==> src/common/qr_pkg.sv <==
package qr_pkg;

	localparam int R_LEN    = 12;
	localparam int ROW_LEN  = 3;
	localparam int K_LEN    = 10;
	localparam int K_FRAC   = 9;
	localparam int ITER_LEN = 4;

	// CORDIC gain, about 0.607 in Q0.9
	localparam logic signed [K_LEN-1:0] K_VALUE = 10'sd311;

	typedef logic signed [R_LEN-1:0] sample_t;

	typedef struct packed {
		logic [ROW_LEN-1:0] row;
		logic               col;
	} mat_addr_t;

	typedef struct packed {
		sample_t a1;
		sample_t a2;
	} a_row_t;

	typedef struct packed {
		logic                load;
		logic                step;
		logic                scale;
		logic [ITER_LEN-1:0] iter;
	} cordic_ctl_t;

	typedef enum logic [2:0] {
		IDLE,
		LOAD,
		ROT,
		MUL_K,
		DONE
	} qr_state_e;

	// One micro-rotation, dir high when y >= 0 in the vectoring cell
	function automatic void micro_rot(
		input  sample_t             x,
		input  sample_t             y,
		input  logic                dir,
		input  logic [ITER_LEN-1:0] sh,
		output sample_t             x_new,
		output sample_t             y_new
	);
		if (dir) begin
			x_new = x + (y >>> sh);
			y_new = y - (x >>> sh);
		end else begin
			x_new = x - (y >>> sh);
			y_new = y + (x >>> sh);
		end
	endfunction

	// Gain compensation, truncated back to sample width
	function automatic sample_t scale_k(input sample_t v);
		logic signed [R_LEN+K_LEN-1:0] prod;
		prod = v * K_VALUE;
		return sample_t'(prod >>> K_FRAC);
	endfunction

endpackage

==> src/cordic_array/givens_generate.sv <==
module givens_generate
	import qr_pkg::*;
#(
	parameter int ITER_NUM = 12
)
(
	input  logic        clk,
	input  logic        rst,
	input  cordic_ctl_t ctl,
	input  sample_t     y_in,
	output logic        dir,
	output sample_t     x_out
);

	sample_t x_q;
	sample_t y_q;
	sample_t y_src;
	sample_t x_rot;
	sample_t y_rot;

	// A new row enters on the first step of its slot
	always_comb begin
		y_src = ctl.load ? y_in : y_q;
		dir   = ~y_src[R_LEN-1];
		micro_rot(x_q, y_src, dir, ctl.iter, x_rot, y_rot);
	end

	// x carries the running norm from row to row
	always_ff @(posedge clk or posedge rst) begin
		if (rst) begin
			x_q <= '0;
			y_q <= '0;
		end else if (ctl.step) begin
			x_q <= x_rot;
			y_q <= y_rot;
		end else if (ctl.scale) begin
			x_q <= scale_k(x_q);
			y_q <= scale_k(y_q);
		end else if (ctl.load) begin
			// Load outside ROT starts a new matrix
			x_q <= '0;
			y_q <= y_in;
		end
	end

	assign x_out = x_q;

	// Every row gets the full set of micro-rotations, then one K step
	gen_slot: assert property (@(posedge clk) disable iff (rst)
		ctl.load && ctl.step |-> ctl.step [*ITER_NUM] ##1 ctl.scale);

endmodule

==> src/cordic_array/givens_rotate.sv <==
module givens_rotate
	import qr_pkg::*;
(
	input  logic        clk,
	input  logic        rst,
	input  cordic_ctl_t ctl,
	input  logic        dir,
	input  sample_t     y_in,
	output sample_t     x_out,
	output sample_t     y_out
);

	sample_t x_q;
	sample_t y_q;
	sample_t y_src;
	sample_t x_rot;
	sample_t y_rot;

	// Direction comes from the vectoring cell in the same cycle
	always_comb begin
		y_src = ctl.load ? y_in : y_q;
		micro_rot(x_q, y_src, dir, ctl.iter, x_rot, y_rot);
	end

	always_ff @(posedge clk or posedge rst) begin
		if (rst) begin
			x_q <= '0;
			y_q <= '0;
		end else if (ctl.step) begin
			x_q <= x_rot;
			y_q <= y_rot;
		end else if (ctl.scale) begin
			x_q <= scale_k(x_q);
			y_q <= scale_k(y_q);
		end else if (ctl.load) begin
			x_q <= '0;
			y_q <= y_in;
		end
	end

	// Running r12
	assign x_out = x_q;
	// Scaled residual stays put until the next row loads,
	// which is the cycle the residual cell picks it up
	assign y_out = y_q;

endmodule

==> src/cordic_array/qr_sequencer.sv <==
module qr_sequencer
	import qr_pkg::*;
#(
	parameter int ROWS     = 8,
	parameter int ITER_NUM = 12
)
(
	input  logic               clk,
	input  logic               rst,
	input  logic               en,
	output cordic_ctl_t        ctl_col1,
	output cordic_ctl_t        ctl_r22,
	output logic               fetch,
	output logic [ROW_LEN-1:0] fetch_row,
	output logic               col1_done,
	output logic               all_done
);

	// Row 0 needs three cycles from fetch to a full row register
	localparam int LOAD_CYCLES = 3;
	localparam logic [ROW_LEN:0] LAST_SLOT = (ROW_LEN+1)'(ROWS);

	qr_state_e           state;
	logic [ITER_LEN-1:0] iter;
	logic [ROW_LEN:0]    slot;
	logic                load_last;
	logic                slot_first;
	logic                col1_act;
	logic                r22_act;

	assign load_last  = (state == LOAD) && (iter == ITER_LEN'(LOAD_CYCLES - 1));
	assign slot_first = (state == ROT) && (iter == '0);
	// Column 1 runs in slots 0..ROWS-1, the residual cell in 1..ROWS
	assign col1_act   = int'(slot) < ROWS;
	assign r22_act    = slot != '0;

	always_ff @(posedge clk or posedge rst) begin
		if (rst) begin
			state <= IDLE;
			iter  <= '0;
			slot  <= '0;
		end else begin
			case (state)
				IDLE: begin
					if (en) begin
						state <= LOAD;
						iter  <= '0;
						slot  <= '0;
					end
				end
				LOAD: begin
					if (load_last) begin
						state <= ROT;
						iter  <= '0;
					end else begin
						iter <= iter + 1'b1;
					end
				end
				ROT: begin
					if (iter == ITER_LEN'(ITER_NUM - 1)) begin
						state <= MUL_K;
						iter  <= '0;
					end else begin
						iter <= iter + 1'b1;
					end
				end
				MUL_K: begin
					if (slot == LAST_SLOT) begin
						state <= DONE;
					end else begin
						state <= ROT;
						slot  <= slot + 1'b1;
					end
				end
				DONE: state <= IDLE;
				default: state <= IDLE;
			endcase
		end
	end

	// Next row is read during the first cycles of the current slot
	assign fetch     = ((state == LOAD) && (iter == '0)) ||
	                   (slot_first && (int'(slot) + 1 < ROWS));
	assign fetch_row = (state == LOAD) ? '0 : ROW_LEN'(slot + 1'b1);

	always_comb begin
		ctl_col1.load  = load_last || (slot_first && col1_act);
		ctl_col1.step  = (state == ROT) && col1_act;
		ctl_col1.scale = (state == MUL_K) && col1_act;
		ctl_col1.iter  = iter;

		ctl_r22.load  = load_last || (slot_first && r22_act);
		ctl_r22.step  = (state == ROT) && r22_act;
		ctl_r22.scale = (state == MUL_K) && r22_act;
		ctl_r22.iter  = iter;
	end

	// First cycle after the last column 1 scale
	assign col1_done = slot_first && (slot == LAST_SLOT);
	assign all_done  = state == DONE;

	seq_iter: assert property (@(posedge clk) disable iff (rst)
		(state == ROT) |-> (iter < ITER_NUM));

endmodule

==> src/a_reader.sv <==
module a_reader
	import qr_pkg::*;
(
	input  logic               clk,
	input  logic               rst,
	input  logic               fetch,
	input  logic [ROW_LEN-1:0] fetch_row,
	input  sample_t            rd_a_data,
	output logic               rd_a,
	output mat_addr_t          rd_a_addr,
	output a_row_t             row_out
);

	// High while the col 1 read is on the bus
	logic               second;
	// High while the col 1 sample comes back
	logic               cap_a2;
	logic [ROW_LEN-1:0] row_q;

	// Col 0 goes out with fetch itself, col 1 one cycle later
	assign rd_a = fetch | second;

	always_comb begin
		rd_a_addr.row = fetch ? fetch_row : row_q;
		rd_a_addr.col = second;
	end

	always_ff @(posedge clk or posedge rst) begin
		if (rst) begin
			second <= 1'b0;
			cap_a2 <= 1'b0;
		end else begin
			second <= fetch;
			cap_a2 <= second;
		end
	end

	always_ff @(posedge clk) begin
		if (fetch) begin
			row_q <= fetch_row;
		end
		// The col 0 sample returns while the col 1 read is issued
		if (second) begin
			row_out.a1 <= rd_a_data;
		end
		if (cap_a2) begin
			row_out.a2 <= rd_a_data;
		end
	end

	a_rd_burst: assert property (@(posedge clk) disable iff (rst)
		rd_a ##1 rd_a |=> !rd_a);

endmodule

==> src/qr_cordic_top.sv <==
module qr_cordic_top
	import qr_pkg::*;
#(
	parameter int ROWS     = 8,
	parameter int ITER_NUM = 12
)
(
	input  logic      clk,
	input  logic      rst,
	input  logic      en,
	input  sample_t   rd_a_data,
	output logic      rd_a,
	output mat_addr_t rd_a_addr,
	output logic      wr_r,
	output mat_addr_t wr_r_addr,
	output sample_t   wr_r_data,
	output logic      valid
);

	cordic_ctl_t        ctl_col1;
	cordic_ctl_t        ctl_r22;
	logic               fetch;
	logic [ROW_LEN-1:0] fetch_row;
	logic               col1_done;
	logic               all_done;
	a_row_t             a_row;
	logic               dir;
	sample_t            r11;
	sample_t            r12;
	sample_t            resid;
	sample_t            r22;

	qr_sequencer #(
		.ROWS     (ROWS),
		.ITER_NUM (ITER_NUM)
	) qr_sequencer_inst (
		.clk       (clk),
		.rst       (rst),
		.en        (en),
		.ctl_col1  (ctl_col1),
		.ctl_r22   (ctl_r22),
		.fetch     (fetch),
		.fetch_row (fetch_row),
		.col1_done (col1_done),
		.all_done  (all_done)
	);

	a_reader a_reader_inst (
		.clk       (clk),
		.rst       (rst),
		.fetch     (fetch),
		.fetch_row (fetch_row),
		.rd_a_data (rd_a_data),
		.rd_a      (rd_a),
		.rd_a_addr (rd_a_addr),
		.row_out   (a_row)
	);

	// Column 1 pair
	givens_generate #(
		.ITER_NUM (ITER_NUM)
	) r11_inst (
		.clk   (clk),
		.rst   (rst),
		.ctl   (ctl_col1),
		.y_in  (a_row.a1),
		.dir   (dir),
		.x_out (r11)
	);

	givens_rotate r12_inst (
		.clk   (clk),
		.rst   (rst),
		.ctl   (ctl_col1),
		.dir   (dir),
		.y_in  (a_row.a2),
		.x_out (r12),
		.y_out (resid)
	);

	// Residual cell, one row behind
	givens_generate #(
		.ITER_NUM (ITER_NUM)
	) r22_inst (
		.clk   (clk),
		.rst   (rst),
		.ctl   (ctl_r22),
		.y_in  (resid),
		.dir   (),
		.x_out (r22)
	);

	r_writer r_writer_inst (
		.clk       (clk),
		.rst       (rst),
		.en        (en),
		.col1_done (col1_done),
		.all_done  (all_done),
		.r11       (r11),
		.r12       (r12),
		.r22       (r22),
		.wr_r      (wr_r),
		.wr_r_addr (wr_r_addr),
		.wr_r_data (wr_r_data),
		.valid     (valid)
	);

endmodule

==> src/r_writer.sv <==
module r_writer
	import qr_pkg::*;
(
	input  logic      clk,
	input  logic      rst,
	input  logic      en,
	input  logic      col1_done,
	input  logic      all_done,
	input  sample_t   r11,
	input  sample_t   r12,
	input  sample_t   r22,
	output logic      wr_r,
	output mat_addr_t wr_r_addr,
	output sample_t   wr_r_data,
	output logic      valid
);

	sample_t r12_q;
	logic    r12_pend;
	// High during the r22 write
	logic    r22_wr;

	always_ff @(posedge clk or posedge rst) begin
		if (rst) begin
			wr_r     <= 1'b0;
			r12_pend <= 1'b0;
			r22_wr   <= 1'b0;
			valid    <= 1'b0;
		end else begin
			wr_r     <= col1_done | r12_pend | all_done;
			r12_pend <= col1_done;
			r22_wr   <= all_done;
			if (en) begin
				valid <= 1'b0;
			end else if (r22_wr) begin
				valid <= 1'b1;
			end
		end
	end

	// r11 then r12 on back to back cycles, r22 at the very end
	always_ff @(posedge clk) begin
		if (col1_done) begin
			wr_r_addr <= '{row: '0, col: 1'b0};
			wr_r_data <= r11;
			r12_q     <= r12;
		end else if (r12_pend) begin
			wr_r_addr <= '{row: '0, col: 1'b1};
			wr_r_data <= r12_q;
		end else if (all_done) begin
			wr_r_addr <= '{row: ROW_LEN'(1), col: 1'b1};
			wr_r_data <= r22;
		end
	end

	wr_quiet: assert property (@(posedge clk) disable iff (rst)
		valid |-> !wr_r);

endmodule

==> config.mk <==
export PLATFORM = sky130hd
export DESIGN_NAME = qr_cordic_top
export DESIGN_NICKNAME = d
export VERILOG_FILES = /design/src/common/qr_pkg.sv /design/src/cordic_array/givens_generate.sv /design/src/cordic_array/givens_rotate.sv /design/src/cordic_array/qr_sequencer.sv /design/src/a_reader.sv /design/src/qr_cordic_top.sv /design/src/r_writer.sv
export SDC_FILE = /design/constraint.sdc
export NUM_CORES = 2
export LEC_CHECK = 0
export ABC_AREA = 0
export BUFFER_PORTS_ARGS = -buffer_cell sky130_fd_sc_hd__buf_2
export CAP_MARGIN = 10
export CORE_MARGIN = 1.5
export CORE_UTILIZATION = 45
export DETAILED_ROUTE_END_ITERATION = 10
export GPL_ROUTABILITY_DRIVEN = 0
export HOLD_SLACK_MARGIN = 0.05
export SLEW_MARGIN = 10
export SYNTH_ARGS = -nofsm -noshare
export SYNTH_HDL_FRONTEND = slang
export SYNTH_SLANG_ARGS = --single-unit
==> constraint.sdc <==
create_clock -name clk -period 10.2 [get_ports clk]
set_input_delay 0.51 -clock clk [delete_from_list [all_inputs] [get_ports clk]]
set_output_delay 0.51 -clock clk [all_outputs]
set_load 0.05 [all_outputs]
==> results by stage <==
Outcome:
- The flow ran to the end, and the final reports show no timing, DRC or antenna violations.

Worst hold path:
- Counting instances, the worst hold path has a depth of 1.
- The path type of the worst min-delay path is in -> reg.
- The path with the worst hold slack has its endpoint at a_reader_inst.row_out[8].
- In this run the most critical hold path is launched from rd_a_data[8].

STA:
- The final worst clock skew is about 12 ps.
- The total count of max-transition violations in the final report is 0.
- Setup repair after global routing left no endpoint under its margin.
- The final worst-path setup slack is 3330 ps.
- For the pin with the worst max-slew slack, the measured transition is 962 ps.
- The setup violation total in the final timing report is 0.
- Dividing the final minimum period by the clock period gives 0.674.
- The final critical delay including setup and external delays is approximately 7000 ps.
- Derived from the worst setup path, the maximum achievable clock frequency is roughly 150 MHz.
- Headroom to the max-slew limit came out at 0.355.
- The summed negative setup slack over all endpoints is 0 ps.
- The hold violation total from the final report came to 0.

Placed design:
- Input and output buffers added on the ports amount to 35.
- The detailed placer's ending HPWL is 56300 um.
- OpenSTA, run right after detailed placement, puts the worst setup slack at between 3000 and 4000 ps.

GRT:
- The remaining global-route overflow is 0.
- The via count of the first global-routing pass came to between 20000 and 25000.
- The overall routing resource usage is 0.244.
- The first global-routing pass estimated around 120000 um of wire.
- The number of antenna violations at the first check in global routing is 1.
- Entering global routing, the biggest net connects 70 pins.

Worst setup path:
- Counting cells, the worst reg-to-reg path comes to 22.
- In this run the critical register-to-register path is launched from qr_sequencer_inst.state[2].
- The type of origin of the critical path is a flip-flop.
- The reg2reg setup slack is roughly 3300 ps.
- The critical path data required time is between 10000 and 15000 ps.
- The worst register-to-register path ends at r22_inst.x_out[11].
- Data on the critical path arrives at its endpoint at 7250 ps.
- The critical path is of the reg -> reg type.
- STA classifies the critical path endpoint as a flip-flop.
- The highest fanout seen on the critical path is 25.

Die:
- The area of the die is 60700 sq um.
- 38 I/O pins were placed.
- The count of standard-cell rows is 89.
- The die extent in y is between 200 and 250 um.
- The effective utilization at floorplan is 0.453.
- The total area inside the core boundary comes to approximately 60000 sq um.
- The floorplan step set the die width to roughly 250 um.

Synthesis:
- The most used flip-flop cell after synthesis is sky130_fd_sc_hd__dfrtp_1.
- The number of enable-type register cells in the synthesized netlist is between 40 and 50.
- During synthesis, Yosys emitted a total of 0 warnings.
- By area the synthesized netlist is led by sky130_fd_sc_hd__fa_1 19%, sky130_fd_sc_hd__ha_1 18%, sky130_fd_sc_hd__inv_1 8.8%.
- The post-synthesis cell type count is 95.
- The post-synthesis cell type with the largest combined area is sky130_fd_sc_hd__fa_1.
- The synthesized netlist cell count is 2976.
- The proportion of synthesized flip-flops having asynchronous set or reset is 0.627.
- The share of the synthesized area in the top cell type is 0.189.
- Synthesis inferred 142 register bits.
- A synthesized cell averages 8.96 sq um.
- The synthesized area is between 20000 and 30000 sq um.
- The share of the Yosys chip area taken by registers is 0.141.

Clock network:
- The clock tree from TritonCTS is built.
- The root cell of the clock tree is sky130_fd_sc_hd__clkbuf_16.
- For the worst-skew pair, the clock arrives at the later sink with an insertion delay of between 400 and 500 ps.
- After clock tree synthesis, the flow added hold-fix buffers numbering 1.
- Counting every sink on the clock net gives ~140.
- The clock transition at the registers of the reported paths is around 60 ps.
- The number of CTS-inserted buffers is 17.
- The post-CTS setup repair buffer count is 0.
- The maximum level of the CTS H-tree is 4.
- The buffer depth of the longest clock path is 2.
- The post-CTS resize count is 0.

Final layout:
- The library cell used most frequently in the layout, excluding fill and tap cells, is sky130_fd_sc_hd__inv_1.
- The count of nets after finishing is around 3600.
- In the final layout, the share of cells above drive strength 1 is 0.0776.
- The top cell types in the final layout, fill and taps aside, are 623 x sky130_fd_sc_hd__inv_1, 374 x sky130_fd_sc_hd__ha_1, 252 x sky130_fd_sc_hd__fa_1.
- The antenna diode instance count is 0.
- The synthesis-to-layout area growth is 5.86%.

Route:
- For this run, design rule violations remaining after detail routing come to 0.
- The detailed-routing iteration count for the pre-antenna-repair pass is 5.
- The first routing iteration left 1317 violations.
- The average via count per standard cell is approximately 5.6.
- The total number of vias is ~21000.
- The remaining antenna violation count after routing is 0.
- After detailed routing, the total wire length is 71300 um.
- The post-detailed-route wirelength per cell is ~19 um.

Run:
- Across the run, the number of max-cap violations was 0.
## state kept, by name, summed over array words and instances, names as in the netlist, 2 cells and up
| name | cells |
|---|---|
| r11_inst.y_q | 12 |
| r11_inst.x_out | 12 |
| a_reader_inst.row_q | 3 |
| r_writer_inst.wr_r_addr | 2 |
| qr_sequencer_inst.state | 3 |
| r_writer_inst.r12_q | 12 |
| r12_inst.x_out | 12 |
| r22_inst.x_out | 12 |
| r22_inst.y_q | 12 |
| qr_sequencer_inst.iter | 4 |
| r_writer_inst.wr_r_data | 12 |
| a_reader_inst.row_out | 24 |
| r12_inst.y_out | 12 |
| qr_sequencer_inst.slot | 4 |
## area by class of cell
cell class	count	area (sq um)
clock buffers	17	425
clock inverters	15	165
fillers	5582	30600
inverters	627	2360
multi-input cells	2105	20100
flip-flops and latches	142	3770
well taps	773	967
repair buffers	69	433
## how the worst max path moves through the flow
stage / from / endpoint / slack [ps]
global placement: qr_sequencer_inst.state[2] / r11_inst.x_out[11] / 3760
CTS: qr_sequencer_inst.state[1] / r22_inst.x_out[11] / 3470
detailed placement: qr_sequencer_inst.state[1] / r22_inst.x_out[11] / 3480
global route: qr_sequencer_inst.state[1] / r22_inst.x_out[11] / 2860
finish: qr_sequencer_inst.state[2] / r22_inst.x_out[11] / 3330
floorplan: qr_sequencer_inst.iter[0] / r11_inst.y_q[11] / 2850
## critical path: stages (launching register included)
cell and delay, ps:
sky130_fd_sc_hd__dfrtp_1 550, sky130_fd_sc_hd__nor3b_1 460, sky130_fd_sc_hd__nand2_1 550, sky130_fd_sc_hd__o21ai_2 290, sky130_fd_sc_hd__buf_4 380, sky130_fd_sc_hd__mux2i_1 260, sky130_fd_sc_hd__a32o_1 330, sky130_fd_sc_hd__a2111oi_0 590
sky130_fd_sc_hd__nor2_1 220, sky130_fd_sc_hd__ha_1 330, sky130_fd_sc_hd__o21ai_0 370, sky130_fd_sc_hd__ha_1 310, sky130_fd_sc_hd__nor2b_1 120, sky130_fd_sc_hd__o21ai_0 200, sky130_fd_sc_hd__a21boi_0 160, sky130_fd_sc_hd__o21ai_0 230
sky130_fd_sc_hd__a21boi_0 140, sky130_fd_sc_hd__o21ai_0 250, sky130_fd_sc_hd__a21oi_1 120, sky130_fd_sc_hd__o41ai_1 360, sky130_fd_sc_hd__xnor2_1 140, sky130_fd_sc_hd__or3_1 320, sky130_fd_sc_hd__o221ai_1 70
## cells by family after synthesis
family | after synthesis | synth area share
buffers and inverters | 730 | 0.106
adder cells (fa/ha/maj) | 635 | 0.368
AND/OR/NAND/NOR | 572 | 0.102
AO/OA/AOI/OAI | 548 | 0.138
XOR/XNOR | 176 | 0.0578
multiplexers | 172 | 0.0867
flip-flops | 142 | 0.141
other | 1 | 0.000141
## layer usage
layer	routed length [um]	vias up	GRT usage
li1	-	10041	-
met1	32700	10108	0.332
met2	32700	581	0.391
met3	3210	133	0.0307
met4	2690	2	0.0986
met5	10	-	0
## cell usage after synthesis (all sizes together), types with 11 or more instances
master / n
fa: 252
o21bai: 22
edfxtp: 48
and3: 17
nand2b: 19
buf: 36
nor3: 59
inv: 625
o21a: 15
or3: 17
o31ai: 14
a21oi: 129
and2: 12
dfrtp: 89
nand4: 15
o221ai: 23
a22oi: 22
nand3: 30
a221oi: 14
mux2: 38
mux2i: 91
xor2: 54
a211oi: 21
a21o: 29
or2: 11
nor2: 175
ha: 374
xnor2: 122
o21ai: 125
a31oi: 26
clkbuf: 67
nor2b: 18
mux4: 43
nand2: 163
## through the flow
step                cell area (sq um)  cells  utilization  hold slack (ps)
floorplan                       26700   2977            -              437
global placement                27600   3715        0.470              438
detailed placement              27600   3715        0.470              441
CTS                             28200   3748        0.480              185
global route                    28200   3748        0.480              202
finish                          28200   3748        0.480              219
Power is not shown: default switching activity piles up to over one toggle a cycle in this logic, so the estimate is an artifact.
